**config.mk**
```make
export PLATFORM = sky130hd
export DESIGN_NAME = csr_bridge
export DESIGN_NICKNAME = d
export VERILOG_FILES = /design/src/soc_pkg.sv /design/src/csr_bridge.sv
export SDC_FILE = /design/constraint.sdc
export NUM_CORES = 1
export LEC_CHECK = 0
export BUFFER_PORTS_ARGS = -buffer_cell sky130_fd_sc_hd__buf_4
export CORE_AREA = 2 2 72 74
export DETAILED_ROUTE_END_ITERATION = 12
export DIE_AREA = 0 0 74 76
export GPL_ROUTABILITY_DRIVEN = 0
export MAX_ROUTING_LAYER = met4
export PLACE_DENSITY_LB_ADDON = 0.05
export REMOVE_ABC_BUFFERS = 1
export SLEW_MARGIN = 15
export SYNTH_ARGS = -nofsm -noshare
export SYNTH_HDL_FRONTEND = slang
export SYNTH_SLANG_ARGS = --single-unit
```
**constraint.sdc**
```tcl
create_clock -name sys_clk -period 3.3 [get_ports sys_clk]
set_clock_uncertainty 0.15 [all_clocks]
set_input_delay 0.165 -clock sys_clk [delete_from_list [all_inputs] [get_ports sys_clk]]
set_output_delay 0.165 -clock sys_clk [all_outputs]
set_load 0.02 [all_outputs]
```
**src/soc_pkg.sv**
```systemverilog
// --------------------------------------------------
// Shared bus types, address map and CSR layout
// for the bus subsystem
// --------------------------------------------------

package soc_pkg;

	// --------------------------------------------------
	// Bus types
	// --------------------------------------------------

	// Master to slave request
	typedef struct packed {
		logic [31:0] adr;
		logic [31:0] dat;
		logic [3:0]  sel;
		logic        we;
		logic        cyc;
		logic        stb;
	} wb_req_t;

	// Slave to master response
	typedef struct packed {
		logic [31:0] dat;
		logic        ack;
	} wb_rsp_t;

	// CSR access, word address is {bank, index}
	typedef struct packed {
		logic [13:0] a;
		logic        we;
		logic [31:0] dw;
	} csr_req_t;

	// --------------------------------------------------
	// Address map
	// --------------------------------------------------

	// Region is taken from address bits 31..29
	localparam logic [2:0] REGION_BRAM = 3'b000;
	localparam logic [2:0] REGION_CSR  = 3'b100;

	// 1024 words of block RAM
	localparam int BRAM_ADR_W = 10;

	// System controller bank and registers
	localparam logic [3:0] SYSCTL_BANK    = 4'd1;
	localparam logic [9:0] REG_GPIO_IN    = 10'd0;
	localparam logic [9:0] REG_GPIO_OUT   = 10'd1;
	localparam logic [9:0] REG_TIMER_CTRL = 10'd2;
	localparam logic [9:0] REG_TIMER_CMP  = 10'd3;
	localparam logic [9:0] REG_TIMER_CNT  = 10'd4;
	localparam logic [9:0] REG_IRQ_STATUS = 10'd5;
	localparam logic [9:0] REG_SYSTEM_ID  = 10'd6;

	// Timer control bits
	localparam int CTRL_EN_BIT = 0;
	localparam int CTRL_AR_BIT = 1;

	localparam int GPIO_IN_W  = 3;
	localparam int GPIO_OUT_W = 4;

	// "SOC1" in ASCII
	localparam logic [31:0] SYSTEM_ID = 32'h534F_4331;

endpackage

```
**src/csr_bridge.sv**
```systemverilog
// --------------------------------------------------
// Bus to CSR bridge
// One CSR access per bus cycle
// Ack two clocks after the request
// --------------------------------------------------
`timescale 1ns/1ps

module csr_bridge import soc_pkg::*; (
	input  logic        sys_clk,
	input  logic        sys_rst,
	input  wb_req_t     req_i,
	output wb_rsp_t     rsp_o,
	output csr_req_t    csr_o,
	input  logic [31:0] csr_di_i
);

	typedef enum logic [1:0] {
		ST_IDLE,
		ST_ACCESS,
		ST_ACK
	} state_t;

	state_t      state;
	logic [31:0] rd_dat;

	// Address and data follow the held request
	// Write strobe only for the access cycle
	assign csr_o.a  = req_i.adr[15:2];
	assign csr_o.dw = req_i.dat;
	assign csr_o.we = (state == ST_ACCESS) & req_i.we;

	always_ff @(posedge sys_clk) begin
		if (!sys_rst) begin
			state <= ST_IDLE;
		end else begin
			case (state)
				ST_IDLE:   if (req_i.cyc && req_i.stb) state <= ST_ACCESS;
				ST_ACCESS: state <= ST_ACK;
				default:   state <= ST_IDLE;
			endcase
		end
	end

	// Read word is ready from sysctl by the end of the access cycle
	always_ff @(posedge sys_clk) begin
		if (state == ST_ACCESS)
			rd_dat <= csr_di_i;
	end

	assign rsp_o.dat = rd_dat;
	assign rsp_o.ack = (state == ST_ACK);

	// Write enable only inside a held bus write
	a_we_access: assert property (@(posedge sys_clk) disable iff (!sys_rst)
		csr_o.we |-> req_i.cyc && req_i.stb &&
			$stable(req_i.adr) && $stable(req_i.dat));

endmodule

```
* After elaboration in Yosys (flattened, before gate mapping) *
Index checks and enable logic that the tools add are counted.

word-level totals
  register bits after elaboration = 34
  latch bits = 0
  RAM bits = 0
  bits in read-only memories = 0
  output and inout port bits = 80
  word-level logic and storage cells = 10
  memories = 0

operators by class
  $add $sub $neg = 0
  $mul = 0
  divide/modulo/power cells = 0
  magnitude comparators = 0
  equality and inequality tests = 3
  shift-type cells = 0
  mux-type cells = 2
  bitwise logic cells = 1
  reductions and logical operators = 2

operators with widths
  operator              count
  $pmux W2 S2           1
  $eq A2 B1 Y1 const B  1
  $eq A2 B2 Y1 const B  1
  $logic_not A2 Y1      1
  $mux W2               1
  $ne A2 B2 Y1 const B  1
  $and A1 B1 Y1         1
  $logic_and A1 B1 Y1   1

* Longest topological paths before layout *
  word-level depth = 3
  mapped depth = 2

* Least setup slack after synthesis *
OpenSTA, ideal clock, no wires.

  path kind = flip-flop to output port
  from = register state[0]
  to = output csr_o[32] (netlist bit)
  arrival = 1,221 ps
  required time = 2,985 ps
  slack = 1,764 ps
  cell stages (with the launch flop) = 3
  cell sequence = dfxtp_1 nor2b_4 and2_1

RTL lines
  item                      line              source
  start: declaration        csr_bridge.sv:23  state_t state;
  start signal: assignment  csr_bridge.sv:34  state <= ST_IDLE;
  start signal: assignment  csr_bridge.sv:37  ST_IDLE: if (req_i.cyc && req_i.stb) state <= ST_ACCESS;
  start signal: assignment  csr_bridge.sv:38  ST_ACCESS: state <= ST_ACK;
  end: declaration          csr_bridge.sv:13  output csr_req_t csr_o,

==> results by group <==
Clocking
  – Clock sink count: 34
  – Maximum count of clock buffers along a single path: 2
  – Num CTS Buffers: 5
  – Count of H-tree levels built during CTS: 2
  – TritonCTS clock tree: built
  – Insertion delay of the later-clocked pin in the worst-skew pair: between 0.2 and 0.3 ns
  – Root Buffer: clkbuf_8
  – Clock transition at the register clock pins on the worst setup and hold paths after CTS: approximately 0.070 ns

Finish
  – Number of fill cells in the layout: 460
  – Net total in the final layout: approximately 260
  – Area Growth Syn to Fin: 50.76%
  – Sequential cell area in the final layout: 1001 µm²
  – Multi-input combinational cell area: about 46 µm²
  – Proportion of layout cells with a drive suffix above 1: between 50% and 60%
  – Number of antenna diodes: 0

Die
  – Std-Cell Rows: 26
  – Effective utilization at floorplan: around 28%
  – Die Y-Extent: between 70 and 80 µm
  – Die outline area: 5624 µm²
  – Number of placed I/O pins: between 150 and 200
  – Width of the chip: 74 µm
  – Area inside the core boundary: 4912 µm²

Critical path
  – Crit path launch type: flip-flop
  – Most used cell, CP: buf_4
  – Data required time at the worst endpoint: just under 3 ns
  – Cell Chain, Critical Path: nor2b_4 -> buf_4 -> and2_1 -> buf_4
  – Highest cell delay on the worst timing path: around 0.50 ns
  – Type of element capturing the critical path: output port
  – Largest driver fanout on the critical path: 19
  – Cell family with most CP delay: simple AND/OR/NAND/NOR gates
  – Worst endpoint data arrival time: approximately 1.8 ns
  – Critical path type: reg -> out
  – Slowest library cell on the worst path: nor2b_4
  – Critical path buffers and inverters: 2

Synth
  – Mean post-synth cell area: 16.19 µm²
  – Synthesis warning total: 0
  – Most frequently used flop master after synthesis: edfxtp_1
  – Synthesized flop and latch total: 34
  – Leading area contributor after synthesis: edfxtp_1
  – Sequential element share of the synthesized area: 71.88%
  – Most used standard cell by instance count after synthesis: buf_4
  – Post-synthesis cell type count: 8
  – Async set or reset register ratio after synthesis: 0%
  – Area of the mapped netlist: approximately 1400 µm²
  – Number of enable-type register cells in the synthesized netlist: 32
  – List of most frequent post-synthesis cells: 46 x buf_4, 32 x edfxtp_1, 2 x and2_1, 2 x dfxtp_1
  – Post-Synthesis Cells: 86
  – Most area-consuming cells after synthesis: edfxtp_1 69%, buf_4 25%, dfxtp_1 2.9%, nor2b_4 0.99%, and2_1 0.90%
  – Post-synth top area share: between 60 and 70%

Detailed routing
  – Vias after detailed routing: approximately 910
  – DR pass1 iterations: 3
  – Violation count after the first detailed-route iteration: 33
  – Via density per instance: between 4 and 5
  – Average wire per cell in the routed design: ~26 µm
  – Number of nets still failing antenna checks after routing: 0
  – Residual DRC: 0
  – Final routed wirelength across all metal layers: ~5900 µm

Power
  – Leakage power: between 0.8 and 0.9 nW
  – Peak supply drop: roughly 0.17 mV
  – Pwr/cell area: 424.9 nW/µm²

STA
  – Transition time at the pin with the least slew margin: 0.5436 ns
  – Setup Viol. Count Final: 0
  – Final setup TNS: 0 ns
  – Maximum clock frequency: around 0.48 GHz
  – Number of hold violations in the final report: 0
  – Setup repair after global routing missed its margin: no
  – Worst hold slack: ~0.18 ns
  – Final critical-path required period: between 2 and 2.5 ns
  – Final worst slack: between 1 and 1.5 ns
  – Final period util: between 60% and 70%
  – Number of slew-limit violations in the final report: 0
  – Worst-case headroom to the max-slew limit: between 60% and 70%

Placement
  – Buffers on Ports: 70
  – Detailed placer's ending HPWL: 4621 µm
  – Worst setup timing slack at the placement stage: about 1.5 ns

Global routing
  – Via count of the first global-routing pass: 998
  – First-pass GRT wire length: between 7000 and 8000 µm
  – Global-route congestion overflow total: 0
  – Overall routing resource usage: roughly 22%
  – Maximum number of pins on one net before global-route repair: 20
  – Antenna violations before repair: 0

Outcome
  – Status: finished, final reports clean

Job
  – Count of maximum capacitance violations: 0

Worst hold path
  – HP Class: in -> out
-- cells in the final DEF (no fill, tap or decap), drive strengths merged --
master / instances
and2: 2
and2b: 1
buf: 71
clkbuf: 6
clkinv: 2
dfxtp: 2
dlygate4sd3: 35
edfxtp: 32
nand4b: 1
nor2: 1
nor2b: 1
-- report_power, final --
group          leakage (nW)  total (mW)  switching [mW]  internal, mW
combinational         0.509       0.108          0.0399        0.0684
clock                0.0426       0.294           0.149         0.145
sequential            0.309       0.490         0.00368         0.486
total                 0.860       0.892           0.193         0.699
-- kinds of logic (layout without fill, tap and decap cells) --
family / after synthesis / in the layout / share of synthesized area, %
buffers and inverters: 46 / 114 / 24.80
DFF: 34 / 34 / 71.88
and+or+nand+nor: 6 / 6 / 3.324
-- final cells by class --
type	count	area share (%)
sequential	34	47.68
timing repair buffer	106	42.07
tap	70	4.172
clock buffer	6	3.457
multi-input combinational	6	2.205
clock inverter	2	0.4172
-- routing by layer --
layer | vias to the layer above | global-route usage [%] | wire length, µm
met1 | 400 | 20.88 | 1681
met3 | 3 | 33.47 | 1917
met2 | 122 | 25.18 | 2228
met4 | 0 | 3.818 | 26
li1 | 381 | - | -
met5 | - | - | 0
-- timing repair --
item                      CTS  global route
hold buffers               35             0
setup buffers               0             0
hold endpoints to repair   34             0
gates resized for setup     0             0
-- per-stage QoR --
| stage | total power [mW] | std cells | instance area, µm² | util (%) |
|---|---|---|---|---|
| floorplan | 0.5201 | 40 | 1047 | - |
| global placement | 0.5734 | 181 | 1668 | 33.95 |
| detailed placement | 0.5736 | 181 | 1668 | 33.95 |
| CTS | 0.9049 | 224 | 2100 | 42.74 |
| global route | 0.9443 | 224 | 2100 | 42.74 |
| finish | 0.8920 | 224 | 2100 | 42.74 |
-- path summary, 6_finish.rpt --
check,startpoint,to,slack [ns],cells after the start
hold / removal,req_i[10],csr_o[3],0.18,0
hold reg to reg,state[1],state[0],0.35,1
setup / recovery,state[0],csr_o[32],1.23,4
setup reg to reg,state[0],rd_dat[27],1.66,2
-- registers in the layout, indices dropped and copies added, names as in the netlist --
register  count
rd_dat       32
state         2
(Power assumes the default switching activity.)
