### config.mk
export PLATFORM = sky130hd
export DESIGN_NAME = sysctl
export DESIGN_NICKNAME = d
export VERILOG_FILES = /design/src/soc_pkg.sv /design/src/sysctl.sv
export SDC_FILE = /design/constraint.sdc
export NUM_CORES = 1
export LEC_CHECK = 0
export ABC_AREA = 1
export ABC_CLOCK_PERIOD_IN_PS = 2150
export BUFFER_PORTS_ARGS = -buffer_cell sky130_fd_sc_hd__buf_4
export CAP_MARGIN = 20
export CORE_UTILIZATION = 57
export CTS_CLUSTER_DIAMETER = 80
export DETAILED_ROUTE_END_ITERATION = 6
export GPL_ROUTABILITY_DRIVEN = 0
export GPL_TIMING_DRIVEN = 1
export PLACE_DENSITY = 0.8
export SLEW_MARGIN = 20
export SYNTH_ARGS = -nofsm -noshare
export SYNTH_HDL_FRONTEND = slang
export SYNTH_SLANG_ARGS = --single-unit
### constraint.sdc
create_clock -name sys_clk -period 2.15 [get_ports sys_clk]
set_clock_uncertainty 0.15 [all_clocks]
set_input_delay 0.1075 -clock sys_clk [delete_from_list [all_inputs] [get_ports sys_clk]]
set_output_delay 0.1075 -clock sys_clk [all_outputs]
set_load 0.05 [all_outputs]
### src/soc_pkg.sv
// --------------------------------------------------
// Shared bus types, address map and CSR layout
// for the bus subsystem
// --------------------------------------------------

package soc_pkg;

	// --------------------------------------------------
	// Bus types
	// --------------------------------------------------

	// Master to slave request
	typedef struct packed {
		logic [31:0] adr;
		logic [31:0] dat;
		logic [3:0]  sel;
		logic        we;
		logic        cyc;
		logic        stb;
	} wb_req_t;

	// Slave to master response
	typedef struct packed {
		logic [31:0] dat;
		logic        ack;
	} wb_rsp_t;

	// CSR access, word address is {bank, index}
	typedef struct packed {
		logic [13:0] a;
		logic        we;
		logic [31:0] dw;
	} csr_req_t;

	// --------------------------------------------------
	// Address map
	// --------------------------------------------------

	// Region is taken from address bits 31..29
	localparam logic [2:0] REGION_BRAM = 3'b000;
	localparam logic [2:0] REGION_CSR  = 3'b100;

	// 1024 words of block RAM
	localparam int BRAM_ADR_W = 10;

	// System controller bank and registers
	localparam logic [3:0] SYSCTL_BANK    = 4'd1;
	localparam logic [9:0] REG_GPIO_IN    = 10'd0;
	localparam logic [9:0] REG_GPIO_OUT   = 10'd1;
	localparam logic [9:0] REG_TIMER_CTRL = 10'd2;
	localparam logic [9:0] REG_TIMER_CMP  = 10'd3;
	localparam logic [9:0] REG_TIMER_CNT  = 10'd4;
	localparam logic [9:0] REG_IRQ_STATUS = 10'd5;
	localparam logic [9:0] REG_SYSTEM_ID  = 10'd6;

	// Timer control bits
	localparam int CTRL_EN_BIT = 0;
	localparam int CTRL_AR_BIT = 1;

	localparam int GPIO_IN_W  = 3;
	localparam int GPIO_OUT_W = 4;

	// "SOC1" in ASCII
	localparam logic [31:0] SYSTEM_ID = 32'h534F_4331;

endpackage

### src/sysctl.sv
// --------------------------------------------------
// System controller on the CSR bus
// GPIO, one timer with irq, system identifier
// --------------------------------------------------
`timescale 1ns/1ps

module sysctl import soc_pkg::*; (
	input  logic                  sys_clk,
	input  logic                  sys_rst,
	input  csr_req_t              csr_i,
	output logic [31:0]           csr_do_o,
	input  logic [GPIO_IN_W-1:0]  gpio_i,
	output logic [GPIO_OUT_W-1:0] gpio_o,
	output logic                  timer_irq_o
);

	logic [3:0]            bank;
	logic [9:0]            idx;
	logic                  bank_hit;
	logic                  wr;
	logic [GPIO_IN_W-1:0]  gpio_s1;
	logic [GPIO_IN_W-1:0]  gpio_s2;
	logic [GPIO_OUT_W-1:0] gpio_out;
	logic [1:0]            timer_ctrl;
	logic [31:0]           timer_cmp;
	logic [31:0]           timer_cnt;
	logic                  irq_pend;

	assign bank     = csr_i.a[13:10];
	assign idx      = csr_i.a[9:0];
	assign bank_hit = (bank == SYSCTL_BANK);
	assign wr       = csr_i.we & bank_hit;

	// --------------------------------------------------
	// GPIO input synchronizer
	// --------------------------------------------------
	always_ff @(posedge sys_clk) begin
		gpio_s1 <= gpio_i;
		gpio_s2 <= gpio_s1;
	end

	// --------------------------------------------------
	// Control registers and timer
	// --------------------------------------------------
	always_ff @(posedge sys_clk) begin
		if (!sys_rst) begin
			gpio_out   <= '0;
			timer_ctrl <= '0;
			timer_cmp  <= '0;
			timer_cnt  <= '0;
			irq_pend   <= 1'b0;
		end else begin
			// Write one to clear
			if (wr && idx == REG_IRQ_STATUS && csr_i.dw[0])
				irq_pend <= 1'b0;
			if (timer_ctrl[CTRL_EN_BIT]) begin
				if (timer_cnt == timer_cmp) begin
					timer_cnt <= '0;
					irq_pend  <= 1'b1;
					// One-shot stops on match
					if (!timer_ctrl[CTRL_AR_BIT])
						timer_ctrl[CTRL_EN_BIT] <= 1'b0;
				end else begin
					timer_cnt <= timer_cnt + 32'd1;
				end
			end
			// Bus writes win over the timer
			if (wr) begin
				case (idx)
					REG_GPIO_OUT:   gpio_out   <= csr_i.dw[GPIO_OUT_W-1:0];
					REG_TIMER_CTRL: timer_ctrl <= csr_i.dw[1:0];
					REG_TIMER_CMP:  timer_cmp  <= csr_i.dw;
					REG_TIMER_CNT:  timer_cnt  <= csr_i.dw;
					default: ;
				endcase
			end
		end
	end

	// --------------------------------------------------
	// Read port
	// --------------------------------------------------
	always_ff @(posedge sys_clk) begin
		csr_do_o <= '0;
		if (bank_hit) begin
			case (idx)
				REG_GPIO_IN:    csr_do_o <= {{(32-GPIO_IN_W){1'b0}}, gpio_s2};
				REG_GPIO_OUT:   csr_do_o <= {{(32-GPIO_OUT_W){1'b0}}, gpio_out};
				REG_TIMER_CTRL: csr_do_o <= {30'd0, timer_ctrl};
				REG_TIMER_CMP:  csr_do_o <= timer_cmp;
				REG_TIMER_CNT:  csr_do_o <= timer_cnt;
				REG_IRQ_STATUS: csr_do_o <= {31'd0, irq_pend};
				REG_SYSTEM_ID:  csr_do_o <= SYSTEM_ID;
				default:        csr_do_o <= '0;
			endcase
		end
	end

	assign gpio_o      = gpio_out;
	assign timer_irq_o = irq_pend;

endmodule

Yosys cells after proc, flatten, opt, wreduce, memory -nomap -nowiden
Cells that the tools add are included.
{"block": "word_totals", "register_bits": 109, "output_inout_bits": 37, "word_cells": 38, "inputBits": 52}
{"block": "classes", "muxes": 13, "addsub": 1, "n_reduce_logical": 6, "eq_ne": 8, "n_bitwise": 1}
{"cell": "$pmux W32 S7", "count": 1}
{"cell": "$mux W32", "count": 4}
{"cell": "$add A32 B1 Y32 const B", "count": 1}
{"cell": "$eq A32 B32 Y1", "count": 1}
{"cell": "$eq A10 B3 Y1 const B", "count": 3}
{"cell": "$eq A10 B2 Y1 const B", "count": 2}
{"cell": "$eq A10 B1 Y1 const B", "count": 1}
{"cell": "$logic_not A10 Y1", "count": 1}
{"cell": "$mux W1", "count": 8}
{"cell": "$reduce_and A2 Y1", "count": 3}
{"cell": "$eq A4 B1 Y1 const B", "count": 1}
{"cell": "$logic_and A1 B1 Y1", "count": 2}
{"cell": "$and A1 B1 Y1", "count": 1}

Longest topological paths before layout
{"block": "logic_depth", "depth_word": 7, "mapped_depth": 12, "depth_no_buf": 12}

Worst setup path before layout
No wires, ideal clock.
{"block": "synth_timing", "path_kind": "register to register", "from": "register timer_cnt[0]", "to": "register timer_cnt[30]", "n_path_buf": 0, "period_less_slack_ps": 1693, "stages_incl_launch_ff": 12, "setup_time_ps": 68, "required_time_ps": 1932, "setup_slack_ps": 457, "t_arrival_ps": 1476, "cell_sequence": "dfxtp_1 -> ha_1 -> nand2_1 -> nor2_4 -> nand2_2 -> nor2_4 -> inv_2 -> nor2_1 -> nor2_1 -> nor2_1 -> nand2_1 -> a21oi_2"}
{"block": "synth_via", "elab_chain_cells": 5, "word_cells_on_any_way": 6, "cone_classes": "add/sub (1); eq/ne (1); mux (4)"}
{"element": "start, declared", "line": "sysctl.sv:26", "rtl": "logic [31:0] timer_cnt;"}
{"element": "start signal, assigned", "line": "sysctl.sv:64", "rtl": "timer_cnt <= timer_cnt + 32'd1;"}
{"element": "start signal, assigned", "line": "sysctl.sv:73", "rtl": "REG_TIMER_CNT: timer_cnt <= csr_i.dw;"}
{"element": "$add A32 B1 Y32 or $eq A32 B32 Y1 (tied branches)", "line": "sysctl.sv:64, sysctl.sv:57"}
{"element": "$mux W32 *", "line": "sysctl.sv:57", "rtl": "if (timer_cnt == timer_cmp) begin"}
{"element": "$mux W32 *", "line": "sysctl.sv:56", "rtl": "if (timer_ctrl[CTRL_EN_BIT]) begin"}
{"element": "$mux W32", "line": "sysctl.sv:69", "rtl": "case (idx)"}
{"element": "$mux W32 *", "line": "sysctl.sv:68", "rtl": "if (wr) begin"}
Mark *: on every way between the ends. The rest lies on a longest branch, timed or not.
A chain may end at the register's enable or synchronous reset.

Final worst setup path
{"block": "layout_timing", "from": "register timer_cnt[0]", "to": "register timer_cnt[28]"}
The elaborated chain is that of the path after synthesis.

==> impl_metrics.py <==
metrics = {
    "outcome": {
        "status": "completed",
    },
    "synthesis": {
        "synth_mux_area_frac": 0,
        "synth.distinct_cells": 33,
        "netlist_instances": 835,
        "synth_top_family_by_area": "simple AND/OR/NAND/NOR gates",
        "yosys.area.top_type_share": 0.394,
        "synth_fp_nets": 888,
        "synth_area_per_cell_um2": 6.64,
        "ys_top_cells_by_area": "dfxtp_1 (39%), nand2_1 (17%), nor2_1 (8.2%)",
        "netlist_area_mm2": 0.00554,
        "synthSimpleGateAreaFrac": 0.323,
        "seq_area_frac_synth": 0.394,
        "synth_xor_area_frac": 0.0506,
        "synth_top_cell_by_area": "dfxtp_1",
        "ys_warn_count": 0,
        "synthAdderAreaFrac": 0.00226,
        "synth-seq-cells": 109,
        "synth_compound_area_frac": 0.141,
    },
    "timing": {
        "hold_violations": 0,
        "setup_viol": 0,
        "max_freq_ghz": 0.506,
        "slew_headroom": 0.441,
        "worstMarginPinSlew_ps": 838,
        "slew_violations": 0,
        "finalCritPeriodShare": 0.919,
        "setup_tns_ps": 0,
        "rsz0062_at_grt": "false",
        "min_period_ps": 1970,
    },
    "power": {
        "intPower_w": 0.00264,
        "totalPowerFinal_w": 0.00346,
        "power.density_mw_per_mm2": 493,
        "power.leakage_nw": 3.04,
        "p_sw_w": 0.000819,
        "p_clk_frac": 0.358,
        "p_seq_frac": 0.586,
        "swShare": 0.237,
        "pwr-share-comb": 0.056,
        "irDropWorstVdd_mv": 0.316,
    },
    "place": {
        "numPortBuffers": 88,
        "dp_hpwl_um": 11200,
        "place_area_mm2": 0.00640,
        "dpl.cell_count": 1045,
    },
    "critical_path": {
        "cp-start-kind": "flip-flop",
        "critPathCaptureType": "flip-flop",
        "reg2reg_depth": 11,
        "cp_data_required_time_ps": 2320,
        "crit_type": "flip-flop to flip-flop",
        "rrSetupSlack_ps": 180,
        "cp_max_fo": 7,
        "r2r-start": "timer_cnt[0]",
        "critPathArrivalTime_ps": 2150,
        "rr_endpoint": "timer_cnt[28]",
    },
    "cells_and_area": {
        "n_antenna_cell": 0,
        "instances_no_fill": 1102,
        "layout_common_cells": "nand2_1 (244), nor2_1 (121), buf_4 (114)",
        "fin_area_mm2": 0.00701,
        "final_core_util": 0.751,
        "layout_commonest_cell": "nand2_1",
        "drive_gt1_frac": 0.171,
        "area_growth_syn_to_layout_pct": 26.5,
        "layout.nets": 1021,
        "fillers": 767,
    },
    "floorplan": {
        "core_area_mm2": 0.00933,
        "die_w_um": 101,
        "die_h_um": 101,
        "start_util": 0.594,
        "fp-row-count": 35,
        "die_area_mm2": 0.0101,
        "pin_count": 89,
    },
    "clock_network": {
        "cts_tree": "built",
        "cts.sinks": 109,
        "cts_setup_buffers": 0,
        "cts-root-buf": "clkbuf_8",
        "numCtsBuffers": 9,
        "cts_buffer_depth": 2,
        "path_clk_slew_ps": 110,
        "htree_levels": 3,
        "clock_latency_ps": 390,
    },
    "route": {
        "antenna_left": 0,
        "viasPerCell": 5.33,
        "drt_iter0_drc": 414,
        "via_count": 5875,
        "wl_per_cell_um": 14.4,
        "route.detailed.drc": 0,
        "finalWirelength_um": 15900,
        "first_pass_iters": 5,
    },
    "hold_path": {
        "min_path_type": "primary input to flip-flop",
        "min_from": "csr_i[33]",
        "worst_hold_path.num_cells": 6,
        "hold_end": "csr_do_o[2]",
    },
    "global_route": {
        "grt_pass1_wl_um": 26000,
        "grt_pass1_vias": 5540,
        "grt_max_degree": 48,
        "grt_use_total": 0.330,
        "grt-ovfl-total": 0,
        "antenna_found_initial": 0,
    },
    "job": {
        "drv_cap": 0,
    },
}
## per-layer routing
layer  global-route usage  up-vias  routed length (um)
met5                    0        -                   0
met4                0.164        0                 454
met3               0.0416       43                1160
met2                0.558      265                7640
met1                0.416     2676                6660
li1                     -     2891                   -
## registers in the layout, summed over array words and instances (netlist names)
register	count
gpio_o	4
gpio_s1	3
timer_cmp	32
timer_ctrl	2
timer_irq_o	1
csr_do_o	32
gpio_s2	3
timer_cnt	32
## synthesized netlist by cell type (all sizes together)
master / n
a211oi: 1
nor2: 135
inv: 78
clkbuf: 13
and2: 4
o21bai: 1
xnor2: 20
nand4: 12
a21oi: 76
buf: 22
ha: 1
xor2: 12
a22o: 1
clkinv: 1
nand3: 22
nand2: 251
nand3b: 1
a31oi: 13
dfxtp: 109
o21ai: 58
nor3: 4
## worst max-delay path by stage
stage	startpoint	end	slack, ps	cells past startpoint
floorplan	timer_cnt[0]	timer_cnt[30]	460	11
global placement	timer_cnt[1]	timer_cnt[28]	220	11
detailed placement	timer_cnt[0]	timer_cnt[28]	130	11
CTS	timer_cnt[0]	timer_cnt[28]	100	11
global route	timer_cnt[18]	timer_cnt[14]	50	9
finish	timer_cnt[0]	timer_cnt[28]	180	11
## through the flow
step / hold slack (ps) / setup WS, ps
floorplan: -14.8 / 457
global placement: 62.4 / 220
detailed placement: 63.1 / 126
CTS: 67.0 / 95.1
global route: 87.8 / 45.5
finish: 77.9 / 175
## area by class of cell
type	count	area (um^2)	area share
Clock buffer	11	151	0.0216
Clock inverter	5	40.0	0.00571
Inverter	79	297	0.0423
Multi-Input combinational cell	612	2870	0.409
Sequential cell	109	2180	0.312
Tap cell	129	161	0.0230
Timing Repair Buffer	157	1310	0.186
## critical path, stage by stage (launching register included)
cell     delay (ps)
dfxtp_2         420
ha_1            170
nand2_1         120
nor2_4          190
nand2_4         130
inv_2            80
nand2_1         100
nor2_1          130
nor2_1           50
nor2_1          180
nand2_1          80
a21oi_1         120
## cell families after synthesis
family | count (synthesis)
and+or+nand+nor | 429
AOI/OAI and AO/OA | 150
buffers and inverters | 114
DFF | 109
xor gates and xnor gates | 32
adders and majority gates | 1
## power by group through the flow
stage | Clock (W) | Combinational [W] | Sequential, W
after global placement | 0 | 0.000137 | 0.00207
final | 0.00124 | 0.000195 | 0.00203
after global routing | 0.00131 | 0.000211 | 0.00203
after CTS | 0.00124 | 0.000193 | 0.00203
after detailed placement | 0 | 0.000141 | 0.00207
after floorplan | 0 | 0.0000409 | 0.00207
## what timing repair did
item | CTS | global route
hold buffers | 41 | 0
endpoints found under the hold margin | 73 | 0
setup endpoints to repair | 0 | 3
resized for setup | 0 | 2
(Power assumes the default switching activity.)
