File: src/soc_pkg.sv
// --------------------------------------------------
// Shared bus types, address map and CSR layout
// for the bus subsystem
// --------------------------------------------------

package soc_pkg;

	// --------------------------------------------------
	// Bus types
	// --------------------------------------------------

	// Master to slave request
	typedef struct packed {
		logic [31:0] adr;
		logic [31:0] dat;
		logic [3:0]  sel;
		logic        we;
		logic        cyc;
		logic        stb;
	} wb_req_t;

	// Slave to master response
	typedef struct packed {
		logic [31:0] dat;
		logic        ack;
	} wb_rsp_t;

	// CSR access, word address is {bank, index}
	typedef struct packed {
		logic [13:0] a;
		logic        we;
		logic [31:0] dw;
	} csr_req_t;

	// --------------------------------------------------
	// Address map
	// --------------------------------------------------

	// Region is taken from address bits 31..29
	localparam logic [2:0] REGION_BRAM = 3'b000;
	localparam logic [2:0] REGION_CSR  = 3'b100;

	// 1024 words of block RAM
	localparam int BRAM_ADR_W = 10;

	// System controller bank and registers
	localparam logic [3:0] SYSCTL_BANK    = 4'd1;
	localparam logic [9:0] REG_GPIO_IN    = 10'd0;
	localparam logic [9:0] REG_GPIO_OUT   = 10'd1;
	localparam logic [9:0] REG_TIMER_CTRL = 10'd2;
	localparam logic [9:0] REG_TIMER_CMP  = 10'd3;
	localparam logic [9:0] REG_TIMER_CNT  = 10'd4;
	localparam logic [9:0] REG_IRQ_STATUS = 10'd5;
	localparam logic [9:0] REG_SYSTEM_ID  = 10'd6;

	// Timer control bits
	localparam int CTRL_EN_BIT = 0;
	localparam int CTRL_AR_BIT = 1;

	localparam int GPIO_IN_W  = 3;
	localparam int GPIO_OUT_W = 4;

	// "SOC1" in ASCII
	localparam logic [31:0] SYSTEM_ID = 32'h534F_4331;

endpackage

File: src/wb_decoder.sv
// --------------------------------------------------
// Address decoder for the single bus master
// Unmapped regions get a zero-data ack
// --------------------------------------------------
`timescale 1ns/1ps

module wb_decoder import soc_pkg::*; (
	input  logic    sys_clk,
	input  logic    sys_rst,
	input  wb_req_t m_req_i,
	output wb_rsp_t m_rsp_o,
	output wb_req_t ram_req_o,
	input  wb_rsp_t ram_rsp_i,
	output wb_req_t csr_req_o,
	input  wb_rsp_t csr_rsp_i
);

	logic [2:0] region;
	logic       hit_ram;
	logic       hit_csr;
	logic       unm_ack;

	// Top three address bits pick the slave
	assign region  = m_req_i.adr[31:29];
	assign hit_ram = (region == REGION_BRAM);
	assign hit_csr = (region == REGION_CSR);

	// Same request to both, only the selected one is strobed
	always_comb begin
		ram_req_o     = m_req_i;
		ram_req_o.cyc = m_req_i.cyc & hit_ram;
		ram_req_o.stb = m_req_i.stb & hit_ram;
		csr_req_o     = m_req_i;
		csr_req_o.cyc = m_req_i.cyc & hit_csr;
		csr_req_o.stb = m_req_i.stb & hit_csr;
	end

	// Local one-cycle ack for holes in the map
	always_ff @(posedge sys_clk) begin
		if (!sys_rst)
			unm_ack <= 1'b0;
		else
			unm_ack <= m_req_i.cyc & m_req_i.stb & ~hit_ram & ~hit_csr & ~unm_ack;
	end

	// Response mux follows the held address
	always_comb begin
		if (hit_ram) begin
			m_rsp_o = ram_rsp_i;
		end else if (hit_csr) begin
			m_rsp_o = csr_rsp_i;
		end else begin
			m_rsp_o.dat = '0;
			m_rsp_o.ack = unm_ack;
		end
	end

	a_one_slave: assert property (@(posedge sys_clk) disable iff (!sys_rst)
		!(ram_req_o.stb && csr_req_o.stb));

	// Whichever slave answers, the master must still be strobing
	a_ack_has_stb: assert property (@(posedge sys_clk) disable iff (!sys_rst)
		m_rsp_o.ack |-> m_req_i.stb);

endmodule
File: config.mk
export PLATFORM = sky130hd
export DESIGN_NAME = wb_decoder
export DESIGN_NICKNAME = d
export VERILOG_FILES = /design/src/soc_pkg.sv /design/src/wb_decoder.sv
export SDC_FILE = /design/constraint.sdc
export NUM_CORES = 1
export LEC_CHECK = 0
export ABC_AREA = 1
export BUFFER_PORTS_ARGS = -buffer_cell sky130_fd_sc_hd__buf_2
export CAP_MARGIN = 0
export CORE_AREA = 2 2 122 124
export CTS_CLUSTER_SIZE = 24
export DETAILED_ROUTE_END_ITERATION = 8
export DIE_AREA = 0 0 124 126
export HOLD_SLACK_MARGIN = 0.15
export SKIP_LAST_GASP = 1
export SLEW_MARGIN = 15
export SYNTH_ARGS = -nofsm -noshare
export SYNTH_HDL_FRONTEND = slang
export SYNTH_SLANG_ARGS = --single-unit
File: constraint.sdc
create_clock -name sys_clk -period 0.8 [get_ports sys_clk]
set_input_delay 0.04 -clock sys_clk [delete_from_list [all_inputs] [get_ports sys_clk]]
set_output_delay 0.04 -clock sys_clk [all_outputs]
set_load 0.005 [all_outputs]
; ---- After elaboration in Yosys (flattened, before gate mapping)
; Cells that the tools add are included.
[word_totals]
inputBits = 139
register_bits = 1
out_inout_bits = 175
word_cells = 16
[classes]
reduce_logical = 1
n_bitwise = 11
n_mux = 2
n_eq_ne = 1
[op_table]
columns = operator, n
row1 = two-way mux 33 bit, 2
row2 = AND 1 bit, 8
row3 = "equality test 3 bit, second input constant", 1
row4 = zero test 3 bit, 1
row5 = inverter 1 bit, 3

; ---- Logic depth before layout (Yosys ltp)
; Gate-level depths: netlist of the first run.
[logic_depth]
word_depth = 5
ltp_mapped = 5

; ---- Worst setup path after synthesis of the first run
; OpenSTA, ideal clock, no wires.
[synth_path]
path_kind = input -> output
from = input port m_req_i[70] (netlist name)
to = output port m_rsp_o[10] (netlist name)
slack_ns = 0.160
t_arrival_ns = 0.600
path_buffers = 2
t_required_ns = 0.760
cell_stages = 5
path_cell_list = buf_2 -> inv_2 -> buf_2 -> nand3_1 -> nand2_1
[synth_rtl]
columns = item, line_no
row1 = "start, declared", wb_decoder.sv:10  ; input wb_req_t m_req_i,
row2 = "end, declared", wb_decoder.sv:11  ; output wb_rsp_t m_rsp_o,

==> reports/metrics.yaml, run 1 <==
run_status:
  status: "finished with violations"
  violations: "setup timing"
yosys:
  syn_area_sq_mm: 0.00166
  synth_top_area_cell: "buf_4"
  synth_cell_types: 11
  synth_warnings: 0
  avgSynthCellArea_sq_um: 6.20
  syn_nets: 407
  yosysSeqAreaShare_pct: 1.20
  ys_top_cells_by_area: "buf_4 (62%), nand3_1 (20%), nand2_1 (8.6%), buf_2 (3.3%), buf_6 (2.0%)"
  synth_top_area_share_pct: 62.3
  synth-seq-cells: 1
  synthCells: 268
setup_path:
  r2r_start: "unm_ack$_SDFF_PN0_"
  ff2ff_setup_slack_ps: 150
  cp-endpoint: "m_rsp_o[18]"
  crit_path_end_kind: "primary output"
  crit_path_start: "m_req_i[68]"
  ff2ff_path_depth: 4
  start_kind: "input port"
  critPathKind: "input port to primary output"
  critPathArrivalTime_ps: 860
  r2r-end: "unm_ack$_SDFF_PN0_"
  crit_fanout: 9
  cp.required_ps: 760
final_layout:
  largest_reg_flops: 1
  nets: 453
  antenna_cells: 0
  final_area_sq_mm: 0.00233
  largest_register: "unm_ack"
  fin_cells: 496
  fillers: 1628
  areaGrowthSynthToFinish_pct: 40.0
  post-route-util_pct: 16.3
  reg.largest.list: "unm_ack: 1 flops"
  drive_above_1_share_pct: 44.6
timing:
  period_minus_slack_ps: 902
  max_slew_margin_pct: 83.8
  skew_ps: 0
  max_freq_mhz: 1110
  hold_ws_ps: 340
  finalSetupTns_ps: -1990
  rsz0062_at_grt: "yes"
  worst_pin_slew_ps: 243
  report.final.setup_viol: 32
  timing.final.ws_setup_ps: -102
  slew_viol_final: 0
  hold_viol: 0
  finalCritPeriodShare_pct: 113
job:
  drv_cap: 0
power:
  power.leakage_nw: 1.23
  power_mw: 1.16
  p_per_area_mw_per_mm2: 499
  vdd_drop_max_mv: 0.142
clocking:
  clk_pin_slew_worst_paths_ps: 0
  clock_latency_ps: 0
route:
  first_pass_iters: 4
  wire_per_inst_um: 13.9
  drt-vias-per-instance: 3.60
  drcViolationCount: 0
  routed_wl_um: 6870
  routed-via-count: 1785
  drt_iter0_markers: 43
  ant_nets: 0
floorplan:
  num_rows: 44
  initial_utilization_pct: 11.6
  dieArea_sq_mm: 0.0156
  coreArea_sq_mm: 0.0143
  io_pins: 314
  die_h_um: 126
  die_w_um: 124
global_route:
  grt_overflow: 0
  grt_pass1_wl_um: 8580
  use_met3_pct: 0.951
  globalRouteMet1Util_pct: 6.85
  antenna_found_initial: 0
  grt.total_usage_pct: 7.01
  grt-busiest-layer: "met2"
  grt_pass1_vias: 1619
  met2_usage_pct: 15.0
  grt_max_degree: 32
placement:
  dp_hpwl_um: 4410
  gp_routability_congestion: 0.620
  dp.cells: 424
  placed_cell_area_sq_mm: 0.00147
  pre_cts_ws_ps: -138
  portBuffers: 115
worst_hold_path:
  hp-class: "input port to flop"
-- Yosys cell counts --
master,n
dfxtp_1,1
nor2_2,1
buf_4,138
inv_1,3
nor2_1,5
nand3_1,66
buf_2,11
inv_2,1
buf_6,3
nand2_1,38
o21ai_0,1
-- worst max-delay path, cell delays in order --
cell and delay (ps):
buf_8 100, nor2_4 150, buf_12 170, clkbuf_16 160, nand3_1 60, nand2_1 70
buf_2 100
-- per-layer routing --
layer / vias to the layer above / part of all wire, %
met5: - / 0
met4: 0 / 2.0
met3: 16 / 10
met2: 198 / 55
met1: 763 / 32
li1: 808 / -
-- where the power goes --
group	internal, mW	switching (mW)	total, mW
Combinational	0.598	0.510	1.11
Sequential	0.0527	0.000455	0.0532
Clock	0	0	0
-- cell families after synthesis --
| logic type | share of synthesized area [%] |
|---|---|
| buffers and inverters | 68.5 |
| AND/OR/NAND/NOR | 29.9 |
| flip-flops | 1.20 |
| AO/OA/AOI/OAI | 0.301 |
-- how the worst min path moves through the flow --
stage                      from                 end  slack (ps)  cells after the start
finish                  sys_rst  unm_ack$_SDFF_PN0_         340                      3
floorplan           m_req_i[10]       csr_req_o[10]         160                      1
global route            sys_rst  unm_ack$_SDFF_PN0_         360                      3
CTS                     sys_rst  unm_ack$_SDFF_PN0_         340                      3
global placement    m_req_i[58]       csr_req_o[58]          80                      0
detailed placement  m_req_i[58]       csr_req_o[58]          80                      0
-- timing repair --
item | CTS | global route
buffers inserted | 1 | 0
resized for setup | 3 | 12
endpoints found under the hold margin | 132 | 0
endpoints found under the setup margin | 38 | 38
hold buffers | 66 | 0
pin swaps | 0 | 5
cloned | 2 | 3
-- cell usage in the layout, fill, tap and decap left out --
cell	n
nand3_2	6
dfxtp_1	1
dlygate4sd3_1	66
buf_4	5
buf_6	1
buf_8	1
nor2_1	5
clkbuf_16	3
buf_16	2
o21ai_2	1
nor2_4	1
nand3_1	60
inv_2	1
nand2_1	38
inv_1	3
buf_2	113
buf_12	5
-- area by class of cell --
| type | instances | area, sq um | area share, % |
|---|---|---|---|
| flip-flops and latches | 1 | 20.0 | 0.860 |
| repair buffers | 196 | 1520 | 65.3 |
| inverters | 4 | 15.0 | 0.645 |
| well taps | 184 | 230 | 9.89 |
| multi-input cells | 111 | 542 | 23.3 |
No activity file was read; power rests on OpenSTA's default activity.
==> run 2, diff against run 1 <==
==> constraint.sdc (replaced) <==
create_clock -name sys_clk -period 0.9 [get_ports sys_clk]
set_input_delay 0.045 -clock sys_clk [delete_from_list [all_inputs] [get_ports sys_clk]]
set_output_delay 0.045 -clock sys_clk [all_outputs]
set_load 0.005 [all_outputs]
==> run 2 against run 1 <==
  * The flow still finishes with violations (setup timing)
  * Die area stayed put
  * First-iteration DRC count is 16% higher
  * Worst hold slack better by 8.6 ps
  * Largest cell class unchanged
==> reports/metrics.yaml, run 2 (synthesis gave the netlist of run 1 again) <==
route:
  drt_iter0_markers: 50
  wire_per_inst_um: 12.5
  routed-via-count: 1717
  first_pass_iters: 6
  routed_wl_um: 6130
  drt-vias-per-instance: 3.51
  ant_nets: 0
  drcViolationCount: 0
timing:
  rsz0062_at_grt: "yes"
  max_freq_mhz: 1070
  skew_ps: 0
  period_minus_slack_ps: 936
  timing.final.ws_setup_ps: -35.9
  max_slew_margin_pct: 85.3
  hold_viol: 0
  finalSetupTns_ps: -65.3
  finalCritPeriodShare_pct: 104
  report.final.setup_viol: 3
  slew_viol_final: 0
  worst_pin_slew_ps: 219
setup_path:
  ff2ff_setup_slack_ps: 200
  start_kind: "input port"
  crit_chain: "buf_2 > nor2_4 > buf_12 > nand2_1 > nor2_1 > buf_2"
  crit_path_end_kind: "primary output"
  critPathArrivalTime_ps: 890
  r2r-end: "unm_ack$_SDFF_PN0_"
  cp.required_ps: 850
  ff2ff_path_depth: 4
  crit_top_cell: "buf_2"
  crit_fanout: 31
  cp_slowest_stage_delay_ps: 190
  r2r_start: "unm_ack$_SDFF_PN0_"
  critPathKind: "input port to primary output"
  slowest_stage: "buf_12"
floorplan:
  die_w_um: 124
  initial_utilization_pct: 11.6
  num_rows: 44
  coreArea_sq_mm: 0.0143
  dieArea_sq_mm: 0.0156
  io_pins: 314
  die_h_um: 126
final_layout:
  largest_register: "unm_ack"
  post-route-util_pct: 14.8
  reg.largest.list: "unm_ack: 1 flops"
  fin_cells: 489
  areaGrowthSynthToFinish_pct: 27.5
  final_cell_mix: "buf_2 (115), nand3_1 (66), dlygate4sd3_1 (66)"
  layout_commonest_cell: "buf_2"
  largest_reg_flops: 1
  antenna_cells: 0
  final_area_sq_mm: 0.00212
  drive_above_1_share_pct: 41.0
  nets: 446
power:
  p_sw_uw: 416
  vdd_drop_max_mv: 0.127
  p_per_area_mw_per_mm2: 434
  power_frac_clock_pct: 0
  swShare_pct: 45.3
  power.leakage_nw: 1.15
  power_frac_seq_pct: 5.1
  pwr-share-comb_pct: 94.9
  p_int_uw: 503
run_status:
  status: "finished with violations"
  violations: "setup timing"
clocking:
  clock_latency_ps: 0
  cts_setup_buffers: 0
global_route:
  grt_max_degree: 38
  grt.total_usage_pct: 6.62
  antenna_found_initial: 1
  grt_pass1_wl_um: 8140
  grt_pass1_vias: 1605
  grt_overflow: 0
worst_hold_path:
  hp-start: "m_req_i[68]"
  hp-class: "input port to primary output"
  holdPathStages: 2
  hold_path_end: "ram_req_o[68]"
placement:
  gp_routability_congestion: 0.614
  dp.cells: 423
  placed_cell_area_sq_mm: 0.00146
  dp_hpwl_um: 4420
  portBuffers: 115
job:
  drv_cap: 0
==> run 2: cell count changes in the layout (fill, tap and decap cells not counted), sizes merged <==
cell and delta:
buf -4, clkbuf -3
==> run 2: stage by stage <==
stage / power (mW) / worst slack [ps] / hold slack [ps]
global placement: 0.561 / -42.8 / 90.1
global route: 1.02 / -76.2 / 361
CTS: 0.922 / -31.9 / 348
finish: 0.920 / -35.9 / 349
detailed placement: 0.563 / -26.7 / 90.1
floorplan: 0.737 / 250 / 171
==> run 2: area by class of cell <==
class,count,area [sq um]
multi-input combinational,111,508
timing repair buffer,189,1350
fill,1657,12200
inverter,4,15.0
sequential,1,20.0
tap,184,230
==> run 2: per-layer routing <==
metal  GRT usage [%]  share of wire, %  vias up
met5               0                 0        -
met4            1.98               2.5        0
met3           0.951                11       10
met2            14.1                55      180
met1            6.17                32      738
li1                -                 -      789
==> run 2: critical path, delay by kind of cell <==
family,cells,cell delay (ps)
buffers and inverters,3,450
AND/OR/NAND/NOR,3,390
==> run 2: worst max-delay path by stage <==
stage | from | end | slack [ps] | cells after the start
final | m_req_i[69] | csr_req_o[0] | -40 | 6
after global routing | m_req_i[69] | csr_req_o[0] | -80 | 6
after CTS | m_req_i[69] | csr_req_o[0] | -30 | 6
after detailed placement | m_req_i[69] | csr_req_o[0] | -30 | 6
after global placement | m_req_i[69] | csr_req_o[0] | -40 | 6
after floorplan | m_req_i[70] | m_rsp_o[10] | 250 | 5
==> run 2: power groups by stage <==
stage | clock network [mW] | logic (mW) | registers [mW]
CTS | 0 | 0.875 | 0.0473
detailed placement | 0 | 0.516 | 0.0473
finish | 0 | 0.872 | 0.0473
floorplan | 0 | 0.689 | 0.0472
global route | 0 | 0.969 | 0.0474
global placement | 0 | 0.514 | 0.0473
==> run 2: timing repair <==
action                     4_1_cts  5_1_grt
resized for setup                0        1
setup endpoints to repair        4       33
hold endpoints to repair       132        0
hold buffers                    66        0
==> run 3, diff against run 2 <==
--- a/config.mk
+++ b/config.mk
@@ -13,6 +13,7 @@
 export DETAILED_ROUTE_END_ITERATION = 8
 export DIE_AREA = 0 0 124 126
 export HOLD_SLACK_MARGIN = 0.15
+export PLACE_DENSITY = 0.43
 export SKIP_LAST_GASP = 1
 export SLEW_MARGIN = 15
 export SYNTH_ARGS = -nofsm -noshare
==> run 3 against run 2 <==
  * The flow still finishes with violations (setup timing)
  * Sequential share of layout area decreased by 0.14 points
  * Sequential power about the same
  * Core utilization increased by 2.5 points
  * Via count increased by 4.3%
  * Critical path depth increased by 1
  * Critical endpoint is now m_rsp_o[9]
==> reports/metrics.yaml, run 3 (synthesis gave the netlist of run 1 again) <==
setup_path:
  cp.required_ps: 850
  critPathKind: "input port to primary output"
  crit_path_end_kind: "primary output"
  critPathArrivalTime_ps: 870
  ff2ff_path_depth: 3
  crit_chain: "buf_8 > nor2_4 > buf_12 > clkbuf_16 > nand3_2 > nand2_1 > buf_2"
  cp_slowest_stage_delay_ps: 170
  r2r_start: "unm_ack$_SDFF_PN0_"
  ff2ff_setup_slack_ps: 250
  r2r-end: "unm_ack$_SDFF_PN0_"
  start_kind: "input port"
  crit_fanout: 8
  slowest_stage: "buf_12"
run_status:
  status: "finished with violations"
  violations: "setup timing"
worst_hold_path:
  holdPathStages: 3
  hp-start: "m_req_i[0]"
  hp-class: "input port to flop"
  hold_path_end: "unm_ack$_SDFF_PN0_"
final_layout:
  fillers: 1648
  fin_cells: 501
  drive_above_1_share_pct: 48.9
  final_area_sq_mm: 0.00247
  largest_reg_flops: 1
  layout_commonest_cell: "buf_2"
  nets: 458
  final_cell_mix: "buf_2 (111), dlygate4sd3_1 (66), nand3_1 (56)"
  largest_register: "unm_ack"
  reg.largest.list: "unm_ack: 1 flops"
  areaGrowthSynthToFinish_pct: 48.8
  antenna_cells: 0
floorplan:
  die_h_um: 126
  dieArea_sq_mm: 0.0156
  die_w_um: 124
  initial_utilization_pct: 11.6
  coreArea_sq_mm: 0.0143
  io_pins: 314
  num_rows: 44
global_route:
  grt_max_degree: 35
  grt_pass1_wl_um: 8020
  antenna_found_initial: 0
  grt_pass1_vias: 1619
  grt_overflow: 0
  grt.total_usage_pct: 6.49
timing:
  report.final.setup_viol: 10
  hold_ws_ps: 324
  max_freq_mhz: 1090
  rsz0062_at_grt: "yes"
  worst_pin_slew_ps: 313
  max_slew_margin_pct: 78.9
  period_minus_slack_ps: 915
  hold_viol: 0
  timing.final.ws_setup_ps: -14.9
  slew_viol_final: 0
  finalCritPeriodShare_pct: 102
  skew_ps: 0
job:
  drv_cap: 0
clocking:
  clock_latency_ps: 0
  clk_pin_slew_worst_paths_ps: 0
placement:
  dp.cells: 424
  portBuffers: 115
  dp_hpwl_um: 4050
  gp_routability_congestion: 0.707
  placed_cell_area_sq_mm: 0.00148
route:
  ant_nets: 0
  drcViolationCount: 0
  drt_iter0_markers: 34
  routed-via-count: 1790
  routed_wl_um: 6860
  drt-vias-per-instance: 3.57
  first_pass_iters: 4
  wire_per_inst_um: 13.7
power:
  power_mw: 1.09
  vdd_drop_max_mv: 0.189
  power.leakage_nw: 1.28
  p_per_area_mw_per_mm2: 443
==> run 3: power by group <==
| group | internal, mW | total [mW] | switching [mW] |
|---|---|---|---|
| clock | 0 | 0 | 0 |
| combinational | 0.574 | 1.05 | 0.474 |
| sequential | 0.0469 | 0.0476 | 0.000667 |
==> run 3: timing repair <==
action	4_1_cts	5_1_grt
hold endpoints to repair	132	0
setup endpoints to repair	7	37
resized for setup	1	30
pin swaps	0	16
gates cloned	1	8
hold buffers	66	0
buffers inserted	2	0
==> run 3: metrics by stage <==
stage / setup TNS (ps) / util [%] / setup slack [ps]
3_3_place_gp: -12.2 / 10.3 / -10.1
6_report: -73.9 / 17.3 / -14.9
5_1_grt: -2230 / 17.3 / -96.5
3_5_place_dp: -86.7 / 10.3 / -31.4
4_1_cts: -385 / 15.3 / -28.7
2_1_floorplan: 0 / - / 250
==> run 3: per-layer routing <==
layer	part of all wire, %	wire length (um)	GRT usage (%)	vias up
met1	32	2200	5.59	769
met3	9.9	679	0.498	6
met2	57	3900	15.0	194
met5	0	0	0	-
met4	1.2	84	1.26	0
li1	-	-	-	821
==> run 3: how the worst max path moves through the flow <==
stage | start | to | slack (ps) | depth (start not counted)
5_1_grt | m_req_i[68] | m_rsp_o[25] | -100 | 7
3_5_place_dp | m_req_i[69] | m_rsp_o[15] | -30 | 6
3_3_place_gp | m_req_i[69] | m_rsp_o[15] | -10 | 6
2_1_floorplan | m_req_i[70] | m_rsp_o[10] | 250 | 5
6_report | m_req_i[68] | m_rsp_o[9] | -10 | 7
4_1_cts | m_req_i[69] | m_rsp_o[25] | -30 | 7
==> run 3: critical path, delay by kind of cell <==
| kind | cells | cell delay (ps) |
|---|---|---|
| buffers and inverters | 4 | 540 |
| and+or+nand+nor | 3 | 280 |
==> run 3: final cells by class <==
type / instances / area (sq um) / area share (%)
Multi-Input combinational cell: 111 / 588 / 23.8
Timing Repair Buffer: 201 / 1620 / 65.5
Inverter: 4 / 15.0 / 0.607
Sequential cell: 1 / 20.0 / 0.809
Tap cell: 184 / 230 / 9.31
